===== config.mk =====
export PLATFORM = sky130hd
export DESIGN_NAME = lsu_extract_flat
export DESIGN_NICKNAME = d
export VERILOG_FILES = /design/src/design/mem_cfg_pkg.sv /design/src/design/lsu_pkg.sv /design/src/design/lsu_stage_if.sv /design/src/design/lsu_extract.sv /design/src/flat_wrapper.sv
export SDC_FILE = /design/constraint.sdc
export NUM_CORES = 1
export LEC_CHECK = 0
export BUFFER_PORTS_ARGS = -buffer_cell sky130_fd_sc_hd__buf_2
export CAP_MARGIN = 20
export CORE_MARGIN = 8
export CORE_UTILIZATION = 47
export CTS_CLUSTER_SIZE = 24
export DETAILED_ROUTE_END_ITERATION = 7
export GPL_ROUTABILITY_DRIVEN = 0
export GPL_TIMING_DRIVEN = 0
export PLACE_DENSITY = 0.87
export SLEW_MARGIN = 20
export SYNTH_ARGS = -nofsm -noshare
export SYNTH_HDL_FRONTEND = slang
export SYNTH_SLANG_ARGS = --single-unit

===== constraint.sdc =====
create_clock -name clk -period 5.3 [get_ports clk]
set_input_delay 1.06 -clock clk [delete_from_list [all_inputs] [get_ports clk]]
set_output_delay 1.06 -clock clk [all_outputs]
set_load 0.05 [all_outputs]

===== src/design/mem_cfg_pkg.sv =====
/* data RAM geometry for the 64-bit core
   the window is a power of two in size and starts on a multiple of its size
   ram_bytes must equal ram_words times 8 */
package mem_cfg_pkg;

    // data and address width
    localparam int xlen = 64;

    // byte address window of the RAM
    localparam logic [xlen-1:0] ram_base  = 64'h0000_0000_8000_0000;
    localparam logic [xlen-1:0] ram_bytes = 64'h0000_0000_0001_0000;

    // byte offset inside one doubleword
    localparam int dw_offset_bits = 3;

    // doubleword index into the array
    localparam int dw_index_bits = 13;
    localparam int ram_words     = 2 ** dw_index_bits;

endpackage


===== src/design/lsu_pkg.sv =====
/* access encodings and lane helpers for the load/store pipeline
   accesses never cross a doubleword, so every mask fits in one word */
package lsu_pkg;
    import mem_cfg_pkg::*;

    // one byte enable per lane of a doubleword
    localparam int lanes = xlen / 8;

    typedef enum logic [1:0] {
        width_byte  = 2'b00,
        width_half  = 2'b01,
        width_word  = 2'b10,
        width_dword = 2'b11
    } access_width_t;

    typedef logic [lanes-1:0]          lane_mask_t;
    typedef logic [dw_index_bits-1:0]  dw_index_t;
    typedef logic [dw_offset_bits-1:0] offset_t;

    // bytes touched by one access
    function automatic logic [dw_offset_bits:0] width_bytes(access_width_t width);
        case (width)
            width_byte:  return 4'd1;
            width_half:  return 4'd2;
            width_word:  return 4'd4;
            default:     return 4'd8;
        endcase
    endfunction

    // lane mask of an access at offset zero
    function automatic lane_mask_t width_mask(access_width_t width);
        logic [lanes:0] ones;
        ones = {{lanes{1'b0}}, 1'b1} << width_bytes(width);
        ones = ones - 1'b1;
        return ones[lanes-1:0];
    endfunction

    // offset not a multiple of the access size
    function automatic logic misaligned(access_width_t width, offset_t offset);
        offset_t low_bits;
        low_bits = offset_t'(width_bytes(width) - 1'b1);
        return (offset & low_bits) != '0;
    endfunction

endpackage


===== src/design/lsu_stage_if.sv =====
/* one access between two adjacent pipeline stages
   every field is meaningful only while valid is high, there is no ready */
`timescale 1ns/10ps

interface lsu_stage_if
    import mem_cfg_pkg::*, lsu_pkg::*;
();
    logic            valid;
    logic            we;
    logic            err;
    dw_index_t       dw_index;
    offset_t         offset;
    access_width_t   width;
    logic            is_unsigned;
    // lanes a store writes
    lane_mask_t      byte_en;
    // store data already on its byte lanes
    logic [xlen-1:0] wdata;
    // whole doubleword read by a load
    logic [xlen-1:0] rdata;

    modport src (
        output valid, we, err, dw_index, offset, width,
        output is_unsigned, byte_en, wdata, rdata
    );

    modport dst (
        input valid, we, err, dw_index, offset, width,
        input is_unsigned, byte_en, wdata, rdata
    );

endinterface


===== src/design/lsu_extract.sv =====
/* stage 3 picks the addressed bytes of a load and extends them to 64 bits
   stores and rejected accesses answer with zero data */
`timescale 1ns/10ps

module lsu_extract
    import mem_cfg_pkg::*, lsu_pkg::*;
(
    input  logic            clk,
    input  logic            rst_n,
    lsu_stage_if.dst        s2,
    output logic            rsp_valid,
    output logic            rsp_err,
    output logic [xlen-1:0] rsp_rdata
);

    logic [xlen-1:0] shifted;
    logic [xlen-1:0] load_value;
    logic            sign;

    always_comb begin
        // addressed byte down to lane 0
        shifted = s2.rdata >> {s2.offset, 3'b000};

        case (s2.width)
            width_byte: begin
                sign       = shifted[7] && !s2.is_unsigned;
                load_value = {{(xlen-8){sign}}, shifted[7:0]};
            end
            width_half: begin
                sign       = shifted[15] && !s2.is_unsigned;
                load_value = {{(xlen-16){sign}}, shifted[15:0]};
            end
            width_word: begin
                sign       = shifted[31] && !s2.is_unsigned;
                load_value = {{(xlen-32){sign}}, shifted[31:0]};
            end
            default: begin
                // full doubleword, nothing to extend
                sign       = 1'b0;
                load_value = shifted;
            end
        endcase
    end

    always_ff @(posedge clk) begin
        if (!rst_n) begin
            rsp_valid <= 1'b0;
            rsp_err   <= 1'b0;
        end else begin
            rsp_valid <= s2.valid;
            rsp_err   <= s2.valid && s2.err;
        end
    end

    always_ff @(posedge clk) begin
        if (s2.valid && !s2.we && !s2.err) begin
            rsp_rdata <= load_value;
        end else begin
            rsp_rdata <= '0;
        end
    end

    // a flagged response never carries data
    err_zero_data: assert property (@(posedge clk) disable iff (!rst_n)
        rsp_err |-> rsp_rdata == '0);

endmodule


===== src/flat_wrapper.sv =====
// flat-port wrapper written by rule: the top's interface ports become plain ports
module lsu_extract_flat import mem_cfg_pkg::*, lsu_pkg::*;
  (clk, rst_n, rsp_valid, rsp_err, rsp_rdata, s2_valid, s2_we, s2_err, s2_dw_index, s2_offset, s2_width, s2_is_unsigned, s2_byte_en, s2_wdata, s2_rdata);
  lsu_stage_if s2_i ();
  input  logic clk;
  input  logic rst_n;
  output logic rsp_valid;
  output logic rsp_err;
  output logic [xlen-1:0] rsp_rdata;
  input wire logic [$bits(s2_i.valid)-1:0] s2_valid;
  input wire logic [$bits(s2_i.we)-1:0] s2_we;
  input wire logic [$bits(s2_i.err)-1:0] s2_err;
  input wire logic [$bits(s2_i.dw_index)-1:0] s2_dw_index;
  input wire logic [$bits(s2_i.offset)-1:0] s2_offset;
  input wire logic [$bits(s2_i.width)-1:0] s2_width;
  input wire logic [$bits(s2_i.is_unsigned)-1:0] s2_is_unsigned;
  input wire logic [$bits(s2_i.byte_en)-1:0] s2_byte_en;
  input wire logic [$bits(s2_i.wdata)-1:0] s2_wdata;
  input wire logic [$bits(s2_i.rdata)-1:0] s2_rdata;
  assign s2_i.valid = s2_valid;
  assign s2_i.we = s2_we;
  assign s2_i.err = s2_err;
  assign s2_i.dw_index = s2_dw_index;
  assign s2_i.offset = s2_offset;
  assign s2_i.width = s2_width;
  assign s2_i.is_unsigned = s2_is_unsigned;
  assign s2_i.byte_en = s2_byte_en;
  assign s2_i.wdata = s2_wdata;
  assign s2_i.rdata = s2_rdata;
  lsu_extract u_core (.clk(clk), .rst_n(rst_n), .s2(s2_i), .rsp_valid(rsp_valid), .rsp_err(rsp_err), .rsp_rdata(rsp_rdata));
endmodule

==> impl_metrics.csv, run 1 <==
group,metric,value,unit
outcome,status,"complete, no violations",
global_routing,grt_util_all_layers,24.25,%
finish,layout_common_cells,"148 x buf_2, 66 x dfxtp_1, 63 x nand2_1, 60 x a21oi_1, 30 x mux2i_1",
timing,rsz0062_at_grt,"false",
yosys,ys_async_sr_fraction,0,%
yosys,avgSynthCellArea,8.841,um^2
timing,fin_ws,2573,ps
route,first_iter_violations,492,
yosys,synth-seq-cells,66,
yosys,yosys_warnings,0,
global_routing,first_global_vias,4051,
floorplanning,rows,32,
setup_path,cp.arrival,2940,ps
global_routing,grt_overflow_total,0,
yosys,synthFlopType,"dfxtp_1",
route,via_count,4062,
power,combPwrFrac,24.2,%
finish,diodes,0,
place,port_buffers,139,
clock_network,ctsHtreeMaxLevel,3,
timing,min_period,2727,ps
place,dp.final_hpwl,10460,um
floorplanning,initial_core_util,47.67,%
power,vdd_drop_max,0.0001258,V
finish,syn2layout_area_growth,28.51,%
floorplanning,coreArea,7567,um^2
timing,fin_crit_sh,51.45,%
timing,fin_tns_setup,0,ps
power,clockPowerShare,34.9,%
setup_path,crit_path_end,"u_core.rsp_rdata[63]$_SDFF_PN0_",
yosys,synth_cell_types,39,
setup_path,critPathCaptureType,"flip-flop",
route,drc,0,
clock_network,cts_tree,"done",
global_routing,grt_max_degree,14,
finish,layout_commonest_cell,"buf_2",
power,net-switching-power,0.4118,mW
yosys,netlist_area,3607,um^2
floorplanning,die_w,103.6,um
yosys,synth_largest_area_cell,"dfxtp_1",
timing,slew_headroom,50.48,%
yosys,synth_nets,568,
finish,seq_area,1321,um^2
clock_network,cts_buffers,9,
floorplanning,die_h,103.6,um
power,p_leak,2.107,nW
finish,fin_area,4636,um^2
timing,fmax,0.3667,GHz
setup_path,cp_max_fo,10,
power,p_per_area,269.6,nW/um^2
setup_path,critPathLaunchType,"primary input",
timing,tightest_slew,742.7,ps
clock_network,cts_resized,0,
route,wire_per_inst,20.36,um
clock_network,cts_root_buf,"clkbuf_8",
finish,fin_nets,718,
floorplanning,die_area,10730,um^2
setup_path,worstPathRequired,5520,ps
route,dr.pass1.iters,7,
place,dpl_cell_area,4431,um^2
yosys,netlist_top_cells_area,"dfxtp_1 37%, a21oi_1 8.3%, mux2i_1 8.3%, mux4_2 8.1%, nand2_1 6.6%",
clock_network,cts.sinks,66,
clock_network,holdBufCountCts,0,
route,via_per_inst,6.108,
job,max_cap_viol_count,0,
place,place_ws,2216,ps
finish,drive_gt1_share,39.43,%
setup_path,startpoint,"s2_offset[0]",
route,drt-total-wl,13540,um
yosys,synth_cells,408,
global_routing,antenna_found_initial,0,
setup_path,criticalPathCategory,"primary input to flip-flop",
worst_hold_path,hold_path_class,"primary input to flip-flop",
floorplanning,io_pins,226,
clock_network,clkSlewWorstSetupHoldPaths,80,ps
yosys,yosysTopAreaCellShare,36.63,%
yosys,synth_edf_count,0,
yosys,yosysSeqAreaShare,36.63,%
timing,hold_viol_final,0,
global_routing,grt_pass1_wl,20890,um
finish,multi_input_area,2088,um^2
power,switching_share,32.95,%
power,p_seq_share,40.9,%
route,ant_nets,0,
power,p_int,0.8380,mW
clock_network,cts_setup_buffers,0,
timing,slew_violations,0,
finish,nFillCells,653,
clock_network,cts_max_path_buffers,2,
timing,finalSetupViolCount,0,
-- final cells by class --
cell class | count | area share (%)
timing repair buffer | 139 | 15.01
clock inverter | 7 | 1.646
buffer | 38 | 4.211
tap | 102 | 2.753
sequential | 66 | 28.50
multi-input combinational | 302 | 45.05
clock buffer | 9 | 2.672
inverter | 2 | 0.1619
-- cell usage after synthesis, types with 2 or more instances --
master and number:
dfxtp_1 66, nand2_1 63, a21oi_1 60, mux2i_1 30, nor2_1 19, clkbuf_1 17, mux2_2 16, a211oi_1 15
o21ai_0 14, mux4_2 13, a21oi_2 10, nor2b_1 10, buf_2 9, o22ai_1 8, buf_4 7, and3_1 6
or3_1 6, a2bb2oi_1 5, nand3_1 4, or2_2 4, and2_1 3, buf_1 3, buf_6 2, nand2b_1 2
o2bb2ai_1 2
-- flip-flops by register name, summed over array words and instances (netlist names) --
signal	flops
u_core.rsp_rdata	64
u_core.rsp_valid	1
u_core.rsp_err	1
-- worst min path at each step --
stage | start | cells past startpoint | to
finish | rst_n | 2 | u_core.rsp_valid$_SDFF_PN0_
global placement | rst_n | 2 | u_core.rsp_valid$_SDFF_PN0_
global route | rst_n | 2 | u_core.rsp_valid$_SDFF_PN0_
CTS | rst_n | 2 | u_core.rsp_valid$_SDFF_PN0_
floorplan | s2_valid | 1 | u_core.rsp_valid$_SDFF_PN0_
detailed placement | rst_n | 2 | u_core.rsp_valid$_SDFF_PN0_
-- per-layer routing --
layer  share of wire, %  vias up  global-route usage, %
met5                  0        -                      0
met4                5.6        0                  14.27
met1                 35     1817                  26.74
li1                   -     1771                      -
met2                 45      384                  39.73
met3                 14       90                  8.240
-- critical path, stage by stage --
cell     delay, ps
buf_2          120
buf_4          200
mux2i_1        410
nand2_1        180
nand4_2        230
o311a_1        350
buf_2          290
a21oi_1        110
-- kinds of logic after synthesis --
group | Yosys count | synth area share, %
mux | 59 | 21.44
compound gates | 118 | 19.84
buf+inv | 40 | 5.619
simple gates | 125 | 16.48
flops | 66 | 36.63
-- stage by stage --
stage                     hold slack (ps)  total power, mW  utilization (%)  std cells
after floorplan                      1182           0.7194                -        408
after global placement               1275           0.8058            58.55        649
after detailed placement             1282           0.8136            58.55        649
after CTS                           911.7            1.238            61.19        665
after global routing                914.0            1.284            61.26        665
final                               913.9            1.250            61.26        665
-- power groups by stage --
stage | logic (mW) | registers, mW | clock network, mW
3_5_place_dp | 0.291 | 0.523 | 0
5_1_grt | 0.317 | 0.513 | 0.455
2_1_floorplan | 0.150 | 0.570 | 0
6_report | 0.303 | 0.511 | 0.436
4_1_cts | 0.292 | 0.511 | 0.435
3_3_place_gp | 0.283 | 0.523 | 0
Note: power is estimated with default switching activity, not from simulation.
==> inputs of run 2 (changes only) <==
--- a/config.mk
+++ b/config.mk
@@ -5,15 +5,16 @@
 export SDC_FILE = /design/constraint.sdc
 export NUM_CORES = 1
 export LEC_CHECK = 0
+export ABC_AREA = 1
 export BUFFER_PORTS_ARGS = -buffer_cell sky130_fd_sc_hd__buf_2
 export CAP_MARGIN = 20
 export CORE_MARGIN = 8
-export CORE_UTILIZATION = 47
+export CORE_UTILIZATION = 40
 export CTS_CLUSTER_SIZE = 24
 export DETAILED_ROUTE_END_ITERATION = 7
 export GPL_ROUTABILITY_DRIVEN = 0
 export GPL_TIMING_DRIVEN = 0
-export PLACE_DENSITY = 0.87
+export PLACE_DENSITY = 0.77
 export SLEW_MARGIN = 20
 export SYNTH_ARGS = -nofsm -noshare
 export SYNTH_HDL_FRONTEND = slang
==> constraint.sdc (replaced) <==
create_clock -name clk -period 2.35 [get_ports clk]
set_input_delay 0.47 -clock clk [delete_from_list [all_inputs] [get_ports clk]]
set_output_delay 0.47 -clock clk [all_outputs]
set_load 0.05 [all_outputs]
==> run 2 against run 1 <==
Effect of this change: power is 130% higher; first-iteration DRC count is 22% higher; utilization down 9.7 points; via count grew 18%; combinational power is 140% higher; die area grew 23%; worst setup slack lost 2000 ps; cell count up 38%; clock-buffer cell count up 2; critical path type unchanged; highest routed layer unchanged.
==> impl_metrics.csv, run 2 <==
group,metric,value,unit
setup_path,critPathLaunchType,"primary input",
setup_path,criticalPathCategory,"primary input to flip-flop",
power,p_leak,2.676,nW
finish,largest_reg_flops,64,
route,drt-total-wl,14640,um
floorplanning,io_pins,226,
clock_network,cts_setup_buffers,0,
yosys,avgSynthCellArea,6.189,um^2
route,via_per_inst,5.224,
yosys,yosysTopAreaCellShare,33.84,%
setup_path,cp.arrival,1970,ps
yosys,netlist_top_cells_area,"dfxtp_1 34%, nand2_1 19%, nor2_1 10%, o21ai_0 6.2%, nand3_1 6.0%",
finish,syn2layout_area_growth,27.23,%
route,wire_per_inst,15.96,um
timing,tightest_slew,691.4,ps
clock_network,cts_resized,0,
finish,diodes,0,
clock_network,cts_tree,"done",
floorplanning,die_w,114.8,um
global_routing,grt_pass1_wl,22530,um
clock_network,cts_buffers,9,
clock_network,holdBufCountCts,0,
route,ant_nets,0,
timing,min_period,1743,ps
route,first_iter_violations,600,
place,port_buffers,137,
timing,hold_viol_final,0,
global_routing,antenna_found_initial,0,
global_routing,first_global_vias,4531,
floorplanning,initial_core_util,40.51,%
power,p_per_area,585.0,nW/um^2
clock_network,cts.sinks,66,
setup_path,cp_max_fo,10,
clock_network,cts_root_buf,"clkbuf_8",
global_routing,grt_max_degree,13,
setup_path,worstPathRequired,2580,ps
timing,slew_headroom,53.91,%
finish,layout_commonest_cell,"nand2_1",
setup_path,critPathCaptureType,"flip-flop",
yosys,ys_async_sr_fraction,0,%
yosys,synth_cell_types,31,
route,drc,0,
clock_network,cts_max_path_buffers,2,
job,max_cap_viol_count,0,
timing,rsz0062_at_grt,"false",
setup_path,crit_top_cell,"nor2_1",
yosys,synth_common_cells,"197 x nand2_1, 106 x nor2_1, 66 x dfxtp_1",
floorplanning,rows,36,
outcome,status,"complete, no violations",
timing,slew_violations,0,
finish,fin_nets,939,
yosys,yosys_warnings,0,
finish,layout_common_cells,"197 x nand2_1, 152 x buf_2, 106 x nor2_1, 66 x dfxtp_1, 48 x o21ai_0",
global_routing,grt_overflow_total,0,
timing,hold_ws,326.9,ps
timing,fin_tns_setup,0,ps
setup_path,cp_num_buf_inv,4,
floorplanning,die_area,13180,um^2
setup_path,crit_slowest_cell,"clkbuf_1",
yosys,synth_nets,791,
setup_path,crit_path_max_incr_delay,480,ps
timing,finalSetupViolCount,0,
yosys,synthFlopType,"dfxtp_1",
yosys,synth_edf_count,0,
yosys,netlist_area,3905,um^2
yosys,synth_largest_area_cell,"dfxtp_1",
global_routing,grt_util_all_layers,22.08,%
finish,regMostFlops,"u_core.rsp_rdata",
finish,nFillCells,1059,
power,vdd_drop_max,0.0002233,V
finish,top_regs,"u_core.rsp_rdata x64, u_core.rsp_err x1, u_core.rsp_valid x1",
floorplanning,coreArea,9639,um^2
yosys,synth_cells,631,
yosys,yosysSeqAreaShare,33.84,%
floorplanning,die_h,114.8,um
timing,fin_crit_sh,74.17,%
clock_network,clkSlewWorstSetupHoldPaths,80,ps
finish,multi_input_area,2157,um^2
finish,drive_gt1_share,26.79,%
setup_path,cp_top_family,"buffers and inverters",
route,dr.pass1.iters,6,
route,via_count,4790,
yosys,synth-seq-cells,66,
timing,fmax,0.5737,GHz
yosys,yosysMostFrequentCell,"nand2_1",
clock_network,ctsHtreeMaxLevel,3,
setup_path,path_cells,"buf_2 > inv_1 > buf_2 > nand3_1 > clkbuf_1 > nor2_1 > nor2_1 > nor2_1",
finish,seq_area,1321,um^2
worst_hold_path,hold_path_class,"primary input to flip-flop",
place,dp.final_hpwl,11410,um
-- run 2: cell count changes after synthesis, sizes merged, moves of 16 or more --
cell / before / now
mux2i: 30 / 1
mux2: 16 / 0
nor2: 19 / 107
inv: 1 / 35
nand2: 63 / 207
a21oi: 70 / 31
o21ai: 14 / 48
nand3: 4 / 50
-- run 2: power by group --
part	total [mW]	internal, mW	switching, mW
logic	0.731	0.232	0.499
clock network	1.02	0.553	0.469
registers	1.15	1.15	0.00650
-- run 2: area by class of cell --
type                    count  share of cell area (%)
multi-input cells         482                   43.41
well taps                 133                   3.349
clock inverters             5                   1.209
inverters                  35                   2.695
clock buffers              11                   3.047
plain buffers              48                   5.893
repair buffers            137                   13.80
flip-flops and latches     66                   26.59
-- run 2: worst paths after layout --
check	cells past startpoint	startpoint	to
worst max-delay path	8	s2_offset[2]	u_core.rsp_rdata[60]$_SDFF_PN0_
worst min-delay path	3	rst_n	u_core.rsp_valid$_SDFF_PN0_
-- run 2: through the flow --
| stage | instances | total power, mW | setup slack [ps] | utilization, % | instance area, um^2 |
|---|---|---|---|---|---|
| floorplan | 631 | 1.664 | 767.6 | - | 3905 |
| global placement | 901 | 1.883 | 337.5 | 49.35 | 4757 |
| detailed placement | 901 | 1.889 | 327.6 | 49.35 | 4757 |
| CTS | 917 | 2.893 | 666.1 | 51.54 | 4969 |
| global route | 917 | 3.028 | 482.5 | 51.54 | 4969 |
| finish | 917 | 2.907 | 607.0 | 51.54 | 4969 |
-- run 2: cells by family after synthesis --
group,Yosys count,synth area share (%)
compound gates,92,12.62
buf+inv,83,10.93
flops,66,33.84
mux,1,0.2563
simple gates,389,42.36
-- run 2: routing by layer --
layer  share of wire [%]  vias to the layer above  track usage, %  routed length (um)
met3                  12                       63           5.567                1804
met5                   0                        -               0                   0
met2                  45                      342           36.38                6562
met1                  38                     2098           26.06                5538
met4                 5.0                        0           11.47                 730
li1                    -                     2287               -                   -
