`config.mk`:
```
export PLATFORM = sky130hd
export DESIGN_NAME = lsu_align_flat
export DESIGN_NICKNAME = d
export VERILOG_FILES = /design/src/design/mem_cfg_pkg.sv /design/src/design/lsu_pkg.sv /design/src/design/lsu_stage_if.sv /design/src/design/lsu_align.sv /design/src/flat_wrapper.sv
export SDC_FILE = /design/constraint.sdc
export NUM_CORES = 1
export LEC_CHECK = 0
export ABC_AREA = 1
export BUFFER_PORTS_ARGS = -buffer_cell sky130_fd_sc_hd__buf_2
export CAP_MARGIN = 20
export CORE_AREA = 2 2 114 116
export DETAILED_ROUTE_END_ITERATION = 10
export DIE_AREA = 0 0 116 118
export GPL_ROUTABILITY_DRIVEN = 0
export PLACE_DENSITY = 0.73
export SLEW_MARGIN = 30
export SYNTH_ARGS = -nofsm -noshare
export SYNTH_HDL_FRONTEND = slang
export SYNTH_SLANG_ARGS = --single-unit
```
`constraint.sdc`:
```
create_clock -name clk -period 2.9 [get_ports clk]
set_input_delay 0.58 -clock clk [delete_from_list [all_inputs] [get_ports clk]]
set_output_delay 0.58 -clock clk [all_outputs]
set_load 0.02 [all_outputs]
```
`src/design/mem_cfg_pkg.sv`:
```
/* data RAM geometry for the 64-bit core
   the window is a power of two in size and starts on a multiple of its size
   ram_bytes must equal ram_words times 8 */
package mem_cfg_pkg;

    // data and address width
    localparam int xlen = 64;

    // byte address window of the RAM
    localparam logic [xlen-1:0] ram_base  = 64'h0000_0000_8000_0000;
    localparam logic [xlen-1:0] ram_bytes = 64'h0000_0000_0001_0000;

    // byte offset inside one doubleword
    localparam int dw_offset_bits = 3;

    // doubleword index into the array
    localparam int dw_index_bits = 13;
    localparam int ram_words     = 2 ** dw_index_bits;

endpackage

```
`src/design/lsu_pkg.sv`:
```
/* access encodings and lane helpers for the load/store pipeline
   accesses never cross a doubleword, so every mask fits in one word */
package lsu_pkg;
    import mem_cfg_pkg::*;

    // one byte enable per lane of a doubleword
    localparam int lanes = xlen / 8;

    typedef enum logic [1:0] {
        width_byte  = 2'b00,
        width_half  = 2'b01,
        width_word  = 2'b10,
        width_dword = 2'b11
    } access_width_t;

    typedef logic [lanes-1:0]          lane_mask_t;
    typedef logic [dw_index_bits-1:0]  dw_index_t;
    typedef logic [dw_offset_bits-1:0] offset_t;

    // bytes touched by one access
    function automatic logic [dw_offset_bits:0] width_bytes(access_width_t width);
        case (width)
            width_byte:  return 4'd1;
            width_half:  return 4'd2;
            width_word:  return 4'd4;
            default:     return 4'd8;
        endcase
    endfunction

    // lane mask of an access at offset zero
    function automatic lane_mask_t width_mask(access_width_t width);
        logic [lanes:0] ones;
        ones = {{lanes{1'b0}}, 1'b1} << width_bytes(width);
        ones = ones - 1'b1;
        return ones[lanes-1:0];
    endfunction

    // offset not a multiple of the access size
    function automatic logic misaligned(access_width_t width, offset_t offset);
        offset_t low_bits;
        low_bits = offset_t'(width_bytes(width) - 1'b1);
        return (offset & low_bits) != '0;
    endfunction

endpackage

```
`src/design/lsu_stage_if.sv`:
```
/* one access between two adjacent pipeline stages
   every field is meaningful only while valid is high, there is no ready */
`timescale 1ns/10ps

interface lsu_stage_if
    import mem_cfg_pkg::*, lsu_pkg::*;
();
    logic            valid;
    logic            we;
    logic            err;
    dw_index_t       dw_index;
    offset_t         offset;
    access_width_t   width;
    logic            is_unsigned;
    // lanes a store writes
    lane_mask_t      byte_en;
    // store data already on its byte lanes
    logic [xlen-1:0] wdata;
    // whole doubleword read by a load
    logic [xlen-1:0] rdata;

    modport src (
        output valid, we, err, dw_index, offset, width,
        output is_unsigned, byte_en, wdata, rdata
    );

    modport dst (
        input valid, we, err, dw_index, offset, width,
        input is_unsigned, byte_en, wdata, rdata
    );

endinterface

```
`src/design/lsu_align.sv`:
```
/* stage 1: window and alignment check, lane placement of the store
   an access with an error still flows down the pipe but carries no byte enables */
`timescale 1ns/10ps

module lsu_align
    import mem_cfg_pkg::*, lsu_pkg::*;
(
    input  logic            clk,
    input  logic            rst_n,
    input  logic            req_valid,
    input  logic            req_we,
    input  logic            req_unsigned,
    input  logic [xlen-1:0] req_addr,
    input  logic [xlen-1:0] req_wdata,
    input  access_width_t   req_width,
    lsu_stage_if.src        s1
);

    logic [xlen-1:0] rel_addr;
    logic            in_window;
    logic            addr_err;
    offset_t         offset;
    dw_index_t       dw_index;
    lane_mask_t      byte_en;
    logic [xlen-1:0] wdata_lane;

    always_comb begin
        rel_addr = req_addr - ram_base;
        // unsigned compare, so addresses below the base wrap and fail too
        in_window = rel_addr < ram_bytes;
        offset    = rel_addr[dw_offset_bits-1:0];
        dw_index  = rel_addr[dw_offset_bits +: dw_index_bits];
        addr_err  = !in_window || misaligned(req_width, offset);

        // base mask moved up to the addressed lane
        if (addr_err) begin
            byte_en = '0;
        end else begin
            byte_en = lane_mask_t'(width_mask(req_width) << offset);
        end

        wdata_lane = req_wdata << {offset, 3'b000};
    end

    always_ff @(posedge clk) begin
        if (!rst_n) begin
            s1.valid <= 1'b0;
            s1.err   <= 1'b0;
        end else begin
            s1.valid <= req_valid;
            s1.err   <= req_valid && addr_err;
        end
    end

    // payload of the access
    always_ff @(posedge clk) begin
        s1.we          <= req_we;
        s1.dw_index    <= dw_index;
        s1.offset      <= offset;
        s1.width       <= req_width;
        s1.is_unsigned <= req_unsigned;
        s1.byte_en     <= byte_en;
        s1.wdata       <= wdata_lane;
    end

    // nothing read yet at this stage
    assign s1.rdata = '0;

    // a rejected access must never reach the array write port
    err_no_lanes: assert property (@(posedge clk) disable iff (!rst_n)
        s1.valid && s1.err |-> s1.byte_en == '0);

endmodule

```
`src/flat_wrapper.sv`:
```
// flat-port wrapper written by rule: the top's interface ports become plain ports
module lsu_align_flat import mem_cfg_pkg::*, lsu_pkg::*;
  (clk, rst_n, req_valid, req_we, req_unsigned, req_addr, req_wdata, req_width, s1_valid, s1_we, s1_err, s1_dw_index, s1_offset, s1_width, s1_is_unsigned, s1_byte_en, s1_wdata, s1_rdata);
  lsu_stage_if s1_i ();
  input  logic clk;
  input  logic rst_n;
  input  logic req_valid;
  input  logic req_we;
  input  logic req_unsigned;
  input  logic [xlen-1:0] req_addr;
  input  logic [xlen-1:0] req_wdata;
  input  access_width_t req_width;
  output wire logic [$bits(s1_i.valid)-1:0] s1_valid;
  output wire logic [$bits(s1_i.we)-1:0] s1_we;
  output wire logic [$bits(s1_i.err)-1:0] s1_err;
  output wire logic [$bits(s1_i.dw_index)-1:0] s1_dw_index;
  output wire logic [$bits(s1_i.offset)-1:0] s1_offset;
  output wire logic [$bits(s1_i.width)-1:0] s1_width;
  output wire logic [$bits(s1_i.is_unsigned)-1:0] s1_is_unsigned;
  output wire logic [$bits(s1_i.byte_en)-1:0] s1_byte_en;
  output wire logic [$bits(s1_i.wdata)-1:0] s1_wdata;
  output wire logic [$bits(s1_i.rdata)-1:0] s1_rdata;
  assign s1_valid = s1_i.valid;
  assign s1_we = s1_i.we;
  assign s1_err = s1_i.err;
  assign s1_dw_index = s1_i.dw_index;
  assign s1_offset = s1_i.offset;
  assign s1_width = s1_i.width;
  assign s1_is_unsigned = s1_i.is_unsigned;
  assign s1_byte_en = s1_i.byte_en;
  assign s1_wdata = s1_i.wdata;
  assign s1_rdata = s1_i.rdata;
  lsu_align u_core (.clk(clk), .rst_n(rst_n), .req_valid(req_valid), .req_we(req_we), .req_unsigned(req_unsigned), .req_addr(req_addr), .req_wdata(req_wdata), .req_width(req_width), .s1(s1_i));
endmodule
```
==> impl_metrics.yaml, run 1 <==
worst_hold_path:
  holdPathStages: 1
  min_to: "u_core.s1.dw_index[9]"
  hold_class: "input pin to register"
  min-delay-start: "req_addr[12]"
power:
  swShare: 0.291
  clock_power_share: 0.381
  pwr-share-comb: 0.215
  p_switching_uw: 1010
  p_leak_uw: 0.00354
  p_per_area_mw_per_mm2: 516
  intPower_uw: 2460
  ir_drop_v: 0.000308
  pwr-share-seq: 0.404
place:
  io_buffers: 228
  post-dp-hpwl_mm: 12.6
detailed_routing:
  vias: 5505
  wl_met1_mm: 6.75
  dr.pass1.iters: 5
  met2_length_mm: 7.17
  highest_layer: "met4"
  met3WireLength_mm: 1.62
  wl_per_cell_um: 13.5
  vias_per_cell: 4.65
  wl_mm: 16.0
  first_iter_violations: 560
  drtAntennaViolNets: 0
  drc_errors: 0
cells_and_area:
  fin_util: 0.541
  syn2layout_area_growth_pct: 26.8
  fill_cells: 1250
  seqCellArea_mm2: 0.00188
  final_nets: 1140
  drive_above_1_share: 0.283
  multi_input_comb_area_mm2: 0.00287
grt:
  grt_pass1_wl_mm: 24.5
  antenna_found_initial: 3
  grt_max_degree: 77
  grt_pass1_vias: 4879
  track_usage: 0.228
  overflow: 0
floorplanning:
  initial_utilization: 0.426
  core_area_mm2: 0.0124
  die_h_um: 118
  num_rows: 41
  die_w_um: 116
  ios: 293
  dieArea_mm2: 0.0137
synth:
  synth_top_area_share: 0.355
  syn-cell-area_mm2: 0.00529
  ys_ff_latch: 94
  yosysSeqAreaShare: 0.355
  synthTopCellsByArea: "dfxtp_1, nand2_1, buf_4"
  synthFlopType: "dfxtp_1"
  synthDistinctLibCells: 33
  synth.most_common_cell: "nand2_1"
  yosys.area.top_type: "dfxtp_1"
  avgSynthCellArea_um2: 6.71
  synth_edf_count: 0
  ys_top_cells_by_count: "nand2_1, nor2_1, dfxtp_1"
  syn_inst: 789
  synthArstFlopShare: 0
  synth_warnings: 0
setup_path:
  crit_path_max_fanout: 4
  cp-end-kind: "register"
  cp.arrival_ns: 2.20
  required_ns: 3.14
  crit_type: "input pin to register"
  setup.worst_path.start_class: "input pin"
clocking:
  cts-htree-levels: 3
  cts.clk_slew.worst_paths_ns: 0.06
  clk_path_buf_depth: 2
  cts_tree: "yes"
  cts-buffers-inserted: 9
  cts_setup_buffers: 0
  cts-hold-fix-buffers: 0
  clock-sinks: 94
  ctsResizeCount: 0
  cts_root_buf: "clkbuf_16"
timing:
  slew_headroom: 0.518
  hold_viol: 0
  finalSetupTns_ns: 0
  min_period_ns: 1.96
  grt_setup_unrepaired: "no"
  finalMaxSlewViolations: 0
  worst_slew_pin_slew_ns: 0.721
  layout_worst_path_cycle_share: 0.676
  max_clock_freq_mhz: 510
  setup_viol: 0
job:
  maxCapViolCount: 0
status:
  status: "completed"
==> worst max-delay path by stage <==
stage | startpoint | to
final | req_addr[31] | u_core.s1.err
after global routing | req_addr[31] | u_core.s1.err
after CTS | req_addr[31] | u_core.s1.err
after detailed placement | req_addr[31] | u_core.s1.err
after global placement | req_addr[31] | u_core.s1.err
after floorplan | req_addr[31] | u_core.s1.err
==> cell type report <==
cell class / instances / share of cell area
antenna: 3 / 0.00112
clock buffer: 10 / 0.0341
clock inverter: 5 / 0.0160
inverter: 46 / 0.0257
multi-input combinational: 617 / 0.428
sequential: 94 / 0.280
tap: 172 / 0.0321
timing repair buffer: 236 / 0.183
==> worst max-delay path: stages <==
cell     delay, ns
buf_2         0.10
inv_1         0.08
ha_1          0.27
nand2_1       0.10
nor2_1        0.12
nand3_1       0.13
o21ai_0       0.19
nand2_1       0.07
nor2_1        0.08
nand2_1       0.09
nor2_4        0.14
nand3_2       0.13
nand2_1       0.08
inv_1         0.04
==> through the flow <==
step           power (uW)  area (um2)  hold WS (ns)  instances  worst slack [ns]
2_1_floorplan        1950        5530         0.608        852             0.927
3_3_place_gp         2160        6370         0.682       1165             0.636
3_5_place_dp         2160        6370         0.684       1165             0.581
4_1_cts              3480        6700         0.330       1180             0.939
5_1_grt              3630        6710         0.327       1183             0.746
6_report             3470        6710         0.334       1183             0.941
==> layout by cell type, fill, tap and decap left out, drive strengths merged <==
master	n
a21oi	14
and2	1
buf	236
bufinv	3
clkbuf	10
clkinv	4
conb	64
dfxtp	94
diode	3
ha	1
inv	44
mux2i	25
nand2	225
nand3	62
nand3b	4
nand4	6
nor2	140
nor3	1
o211ai	2
o21ai	68
or2	1
xnor2	2
xor2	1
==> power by group through the flow <==
stage	clock [uW]	sequential, uW	combinational (uW)
4_1_cts	1340	1400	740
2_1_floorplan	0	1540	406
5_1_grt	1400	1410	820
6_report	1320	1400	745
3_5_place_dp	0	1430	736
3_3_place_gp	0	1430	733
==> registers in the layout, indices dropped and copies added (netlist names) <==
register / cells
u_core.s1.byte_en: 8
u_core.s1.dw_index: 13
u_core.s1.err: 1
u_core.s1.is_unsigned: 1
u_core.s1.offset: 3
u_core.s1.valid: 1
u_core.s1.wdata: 64
u_core.s1.we: 1
u_core.s1.width: 2
==> kinds of logic after synthesis <==
kind of cell,Yosys count,share of synthesized area
XOR/XNOR,3,0.00496
other,1,0.000708
flip-flops,94,0.355
buffers and inverters,141,0.147
AND/OR/NAND/NOR,440,0.361
multiplexers,25,0.0473
adder cells (fa/ha/maj),1,0.00236
AO/OA/AOI/OAI,84,0.0811
==> per-layer routing <==
layer | global-route usage | vias to the layer above
li1 | - | 2808
met1 | 0.298 | 2388
met2 | 0.358 | 278
met3 | 0.0566 | 31
met4 | 0.0863 | 0
met5 | 0 | -
Note: power is estimated with default switching activity, not from simulation.
==> inputs of run 2 (changes only) <==
CORE_AREA = unset   (was 2 2 114 116)
CORE_ASPECT_RATIO = 1.75   (was unset)
CORE_MARGIN = 2   (was unset)
CORE_UTILIZATION = 41   (was unset)
DIE_AREA = unset   (was 0 0 116 118)
PLACE_DENSITY = 0.74   (was 0.73)
clock period = 1.6 ns   (was 2.9 ns; I/O delays follow)
==> run 2 against run 1 <==
The flow now finishes with violations (setup timing); total power is 79% higher; combinational power is 97% higher; core utilization is 2.4 points higher; largest power group unchanged.
==> impl_metrics.yaml, run 2 (synthesized netlist as in run 1, its figures left out) <==
cells_and_area:
  largest_register_ffs: 64
  num_antenna_cells: 0
  final_common_cell: "buf_2"
  regMostFlops: "u_core.s1.wdata"
  drive_above_1_share: 0.344
  syn2layout_area_growth_pct: 36.4
  top_regs: "u_core.s1.wdata: 64 flops, u_core.s1.dw_index: 13 flops, u_core.s1.byte_en: 8 flops"
  layout_common_cells: "buf_2, nand2_1, nor2_1, dfxtp_1, conb_1"
  fin_util: 0.564
  final_nets: 1196
clocking:
  cts_root_buf: "clkbuf_16"
  cts_tree: "yes"
  cts-hold-fix-buffers: 0
  cts-buffers-inserted: 9
  cts.clk_slew.worst_paths_ns: 0.07
  cts-htree-levels: 3
  clk_path_buf_depth: 2
  clock-sinks: 94
timing:
  finalSetupTns_ns: -0.0444
  min_period_ns: 1.63
  setup_slack_ns: -0.0285
  setup_viol: 3
  max_clock_freq_mhz: 614
  grt_setup_unrepaired: "yes"
  layout_worst_path_cycle_share: 1.02
  hold_viol: 0
  finalMaxSlewViolations: 0
worst_hold_path:
  hold_class: "input pin to register"
floorplanning:
  core_area_mm2: 0.0128
  die_w_um: 89.9
  ios: 293
  die_h_um: 154
  initial_utilization: 0.414
  dieArea_mm2: 0.0139
  num_rows: 55
place:
  io_buffers: 228
  post-dp-hpwl_mm: 13.7
grt:
  grt_util_met1: 0.225
  grt_pass1_wl_mm: 26.4
  grtUsageMet3: 0.0516
  track_usage: 0.239
  grt_pass1_vias: 5569
  busiest_layer: "met2"
  grtUsageMet2: 0.453
  antenna_found_initial: 0
  overflow: 0
  grt_max_degree: 60
power:
  p_leak_uw: 0.00380
  ir_drop_v: 0.000505
  p_per_area_mw_per_mm2: 858
  power_uw: 6190
setup_path:
  cp.arrival_ns: 1.91
  cp-end-kind: "register"
  setup.worst_path.start_class: "input pin"
  crit_type: "input pin to register"
  crit_path_max_fanout: 4
  required_ns: 1.88
status:
  status: "finished with violations"
  violations: "setup timing"
detailed_routing:
  drtAntennaViolNets: 0
  drc_errors: 0
  vias: 5956
  wl_per_cell_um: 14.0
  dr.pass1.iters: 5
  first_iter_violations: 243
  vias_per_cell: 4.82
  wl_mm: 17.3
job:
  maxCapViolCount: 0
## run 2: cell types whose count changed in the layout (fill, tap and decap cells not counted), moves of 3 or more
cell / before / now
nor2_4: 6 / 9
nor2_1: 120 / 109
nand2_2: 5 / 10
nor2_2: 13 / 22
buf_4: 6 / 59
nand2_1: 218 / 213
diode_2: 3 / 0
o21ai_0: 65 / 61
inv_6: 1 / 4
## run 2: layout make-up
| type | instances | area [um2] |
|---|---|---|
| multi-input combinational | 618 | 2970 |
| inverter | 46 | 180 |
| timing repair buffer | 291 | 1680 |
| clock buffer | 9 | 225 |
| clock inverter | 7 | 77.6 |
| sequential | 94 | 1880 |
| tap | 171 | 214 |
| fill | 1255 | 5580 |
## run 2: worst max-delay path, stage by stage
cell and delay (ns):
buf_2 0.13, buf_4 0.14, inv_1 0.04, nand2_1 0.11, nor2_1 0.15, nand3_2 0.13, nand2_1 0.09, nand2_1 0.05
nor2_1 0.12, nand3_2 0.14, nor2_4 0.18, nand4_4 0.16, nor2_2 0.14
## run 2: power by group
part,switching (uW),internal [uW],total (uW),leakage (uW)
sequential,43.6,2500,2540,0.000783
combinational,954,521,1470,0.00287
clock,944,1230,2180,0.000153
total,1940,4250,6190,0.00380
## run 2: timing repair
item | 4_1_cts | 5_1_grt
gates resized for setup | 3 | 30
setup endpoints to repair | 7 | 9
endpoints found under the hold margin | 0 | 0
buffers inserted | 0 | 2
cloned | 1 | 0
pin swaps | 1 | 19
## run 2: stage by stage
step           worst slack, ns  hold slack, ns  cells  instance area, um2
2_1_floorplan          0.00764           0.348    852                5540
3_3_place_gp            -0.348           0.423   1217                6790
3_5_place_dp            -0.379           0.424   1217                6790
4_1_cts                0.00323          0.0700   1234                7110
5_1_grt                 -0.184          0.0726   1236                7220
6_report               -0.0285          0.0773   1236                7220
## run 2: metal layers
metal / up-vias / routed length [um]
met5: - / 0
met3: 65 / 1390
met1: 2645 / 5800
met2: 326 / 8950
met4: 0 / 1160
li1: 2920 / -
## run 2: final timing paths
kind                     start                endpoint  cells after the start
setup / recovery  req_addr[36]    u_core.s1.byte_en[2]                     13
hold / removal    req_addr[14]  u_core.s1.dw_index[11]                      1
==> inputs of run 3 (changes only) <==
ABC_AREA = unset   (was 1)
CORE_UTILIZATION = 40   (was 41)
PLACE_DENSITY = 0.78   (was 0.74)
==> run 3 against run 2 <==
The run still ends with setup timing left; setup slack worse by 0.94 ns; sequential share of layout area rose by 2.2 points; combinational power shrank 3%; first-iteration DRC count is 34% lower; critical path type unchanged; core utilization fell by 0.70 points.
==> impl_metrics.yaml, run 3 <==
cells_and_area:
  instances_no_fill: 950
  largest_register_ffs: 64
  top_regs: "u_core.s1.wdata: 64 flops, u_core.s1.dw_index: 13 flops, u_core.s1.byte_en: 8 flops"
  regMostFlops: "u_core.s1.wdata"
  layout_common_cells: "buf_2, dfxtp_1, mux2i_1, conb_1, buf_4"
  syn2layout_area_growth_pct: 36.3
  drive_above_1_share: 0.403
  final_common_cell: "buf_2"
  fin_util: 0.557
  final_nets: 944
setup_path:
  crit_path_max_fanout: 5
  cpPeakStageDelay_ns: 0.62
  cp-end-kind: "register"
  cp.arrival_ns: 2.81
  setup.worst_path.start_class: "input pin"
  path_cells: "buf_6, or3_4, or4_1, nand4b_1, or4_4, or4b_4, a2111oi_4"
  cpMaxStageDelayCell: "or4b_4"
  required_ns: 1.84
  crit_type: "input pin to register"
timing:
  finalMaxSlewViolations: 0
  setup_slack_ns: -0.973
  setup_viol: 9
  hold_viol: 0
  worst_slew_pin_slew_ns: 0.612
  layout_worst_path_cycle_share: 1.61
  slew_headroom: 0.592
  min_period_ns: 2.57
  grt_setup_unrepaired: "yes"
  max_clock_freq_mhz: 389
place:
  post-dp-hpwl_mm: 11.4
  io_buffers: 228
  dp_cells: 933
floorplanning:
  ios: 293
  initial_utilization: 0.409
  die_h_um: 150
  core_area_mm2: 0.0119
  num_rows: 53
  die_w_um: 87.5
  dieArea_mm2: 0.0131
synth:
  synthTopCellsByArea: "dfxtp_1, mux2i_1, buf_4"
  synthFlopType: "dfxtp_1"
  yosysSeqAreaShare: 0.386
  yosys.area.top_type: "dfxtp_1"
  ys_ff_latch: 94
  synth_warnings: 0
  synthDistinctLibCells: 49
  syn_inst: 551
  avgSynthCellArea_um2: 8.85
  synth.most_common_cell: "dfxtp_1"
  synth_top_area_share: 0.386
  syn-cell-area_mm2: 0.00488
  synth_edf_count: 0
  ys_top_cells_by_count: "dfxtp_1, mux2i_1, buf_4"
  synthArstFlopShare: 0
grt:
  overflow: 0
  grt_pass1_wl_mm: 21.6
  grt_util_met1: 0.201
  grtUsageMet2: 0.422
  antenna_found_initial: 1
  track_usage: 0.214
  grt_pass1_vias: 4480
  grtUsageMet3: 0.0395
  busiest_layer: "met2"
  grt_max_degree: 81
clocking:
  cts-buffers-inserted: 9
  cts-htree-levels: 3
  cts_root_buf: "clkbuf_16"
  clk_path_buf_depth: 2
  cts.clk_slew.worst_paths_ns: 0.06
  clock-sinks: 94
  cts_tree: "yes"
  cts-hold-fix-buffers: 0
job:
  maxCapViolCount: 0
power:
  clock_power_share: 0.366
  ir_drop_v: 0.000425
  intPower_uw: 4410
  swShare: 0.292
  pwr-share-seq: 0.407
  pwr-share-comb: 0.227
  p_per_area_mw_per_mm2: 938
  p_switching_uw: 1820
  power_uw: 6240
  p_leak_uw: 0.00333
detailed_routing:
  vias: 4767
  wl_per_cell_um: 15.6
  first_iter_violations: 160
  drtAntennaViolNets: 0
  vias_per_cell: 5.02
  wl_mm: 14.8
  dr.pass1.iters: 4
  drc_errors: 0
worst_hold_path:
  holdPathStages: 1
  min-delay-start: "req_addr[3]"
  min_to: "u_core.s1.dw_index[0]"
  hold_class: "input pin to register"
status:
  violations: "setup timing"
  status: "finished with violations"
## run 3: changes by cell type in the layout (fill, tap and decap cells not counted), sizes merged, moves of 6 or more
cell	previous run	this run
a21oi	14	26
and2	1	9
buf	291	280
inv	48	11
mux2	0	17
mux2i	25	71
nand2	225	40
nand3	62	3
nor2	141	43
nor2b	0	18
nor3	1	7
nor4	0	11
o21ai	68	41
o22ai	0	16
## run 3: power groups by stage
stage,registers (uW),clock network (uW),logic [uW]
4_1_cts,2540,2310,1400
2_1_floorplan,2790,0,741
5_1_grt,2550,2420,1540
3_5_place_dp,2590,0,1400
6_report,2540,2280,1420
3_3_place_gp,2590,0,1380
## run 3: kinds of logic (layout without fill, tap and decap cells)
kind of cell / after synthesis / after routing / synth area share
AO/OA/AOI/OAI: 102 / 102 / 0.127
AND/OR/NAND/NOR: 154 / 155 / 0.159
other: 1 / 65 / 0.000769
multiplexers: 88 / 88 / 0.185
adder cells (fa/ha/maj): 1 / 1 / 0.00256
flip-flops: 94 / 94 / 0.386
buffers and inverters: 107 / 304 / 0.133
XOR/XNOR: 4 / 4 / 0.00718
## run 3: per-layer routing
| layer | part of all wire | wire length, um | vias to the layer above |
|---|---|---|---|
| li1 | - | - | 2315 |
| met1 | 0.34 | 4990 | 2170 |
| met2 | 0.56 | 8330 | 247 |
| met3 | 0.065 | 958 | 35 |
| met4 | 0.038 | 564 | 0 |
| met5 | 0 | 0 | - |
## run 3: worst max-delay path, delay by kind of cell
kind	cells	cell delay, ns
buffers and inverters	1	0.09
AO/OA/AOI/OAI	1	0.21
AND/OR/NAND/NOR	5	2.20
## run 3: repair_timing
action | in CTS | in global routing
pin swaps | 0 | 4
setup endpoints to repair | 26 | 46
setup buffers | 0 | 1
gates resized for setup | 3 | 17
cloned | 0 | 1
## run 3: layout make-up
cell class,count,area [um2]
Fill cell,1127,5290
Inverter,9,33.8
Antenna cell,1,2.50
Clock inverter,6,92.6
Clock buffer,9,225
Tap cell,137,171
Multi-Input combinational cell,414,2680
Sequential cell,94,1880
Timing Repair Buffer,280,1560
## run 3: stage by stage
stage,instance area (um2),setup TNS [ns],hold WS (ns),setup slack [ns]
2_1_floorplan,5130,-9.03,0.348,-1.04
3_3_place_gp,6210,-29.47,0.423,-1.27
3_5_place_dp,6210,-30.54,0.424,-1.30
4_1_cts,6550,-8.04,0.0701,-0.931
5_1_grt,6650,-8.74,0.0642,-1.05
6_report,6650,-8.27,0.0793,-0.973
## run 3: worst max path at each step
stage | cells after the start | end | start | slack [ns]
global route | 7 | u_core.s1.byte_en[7] | req_addr[47] | -1.05
floorplan | 7 | u_core.s1.byte_en[5] | req_addr[47] | -1.04
CTS | 8 | u_core.s1.byte_en[7] | req_addr[47] | -0.93
global placement | 8 | u_core.s1.byte_en[5] | req_addr[47] | -1.27
finish | 7 | u_core.s1.byte_en[7] | req_addr[47] | -0.97
detailed placement | 8 | u_core.s1.byte_en[7] | req_addr[47] | -1.30
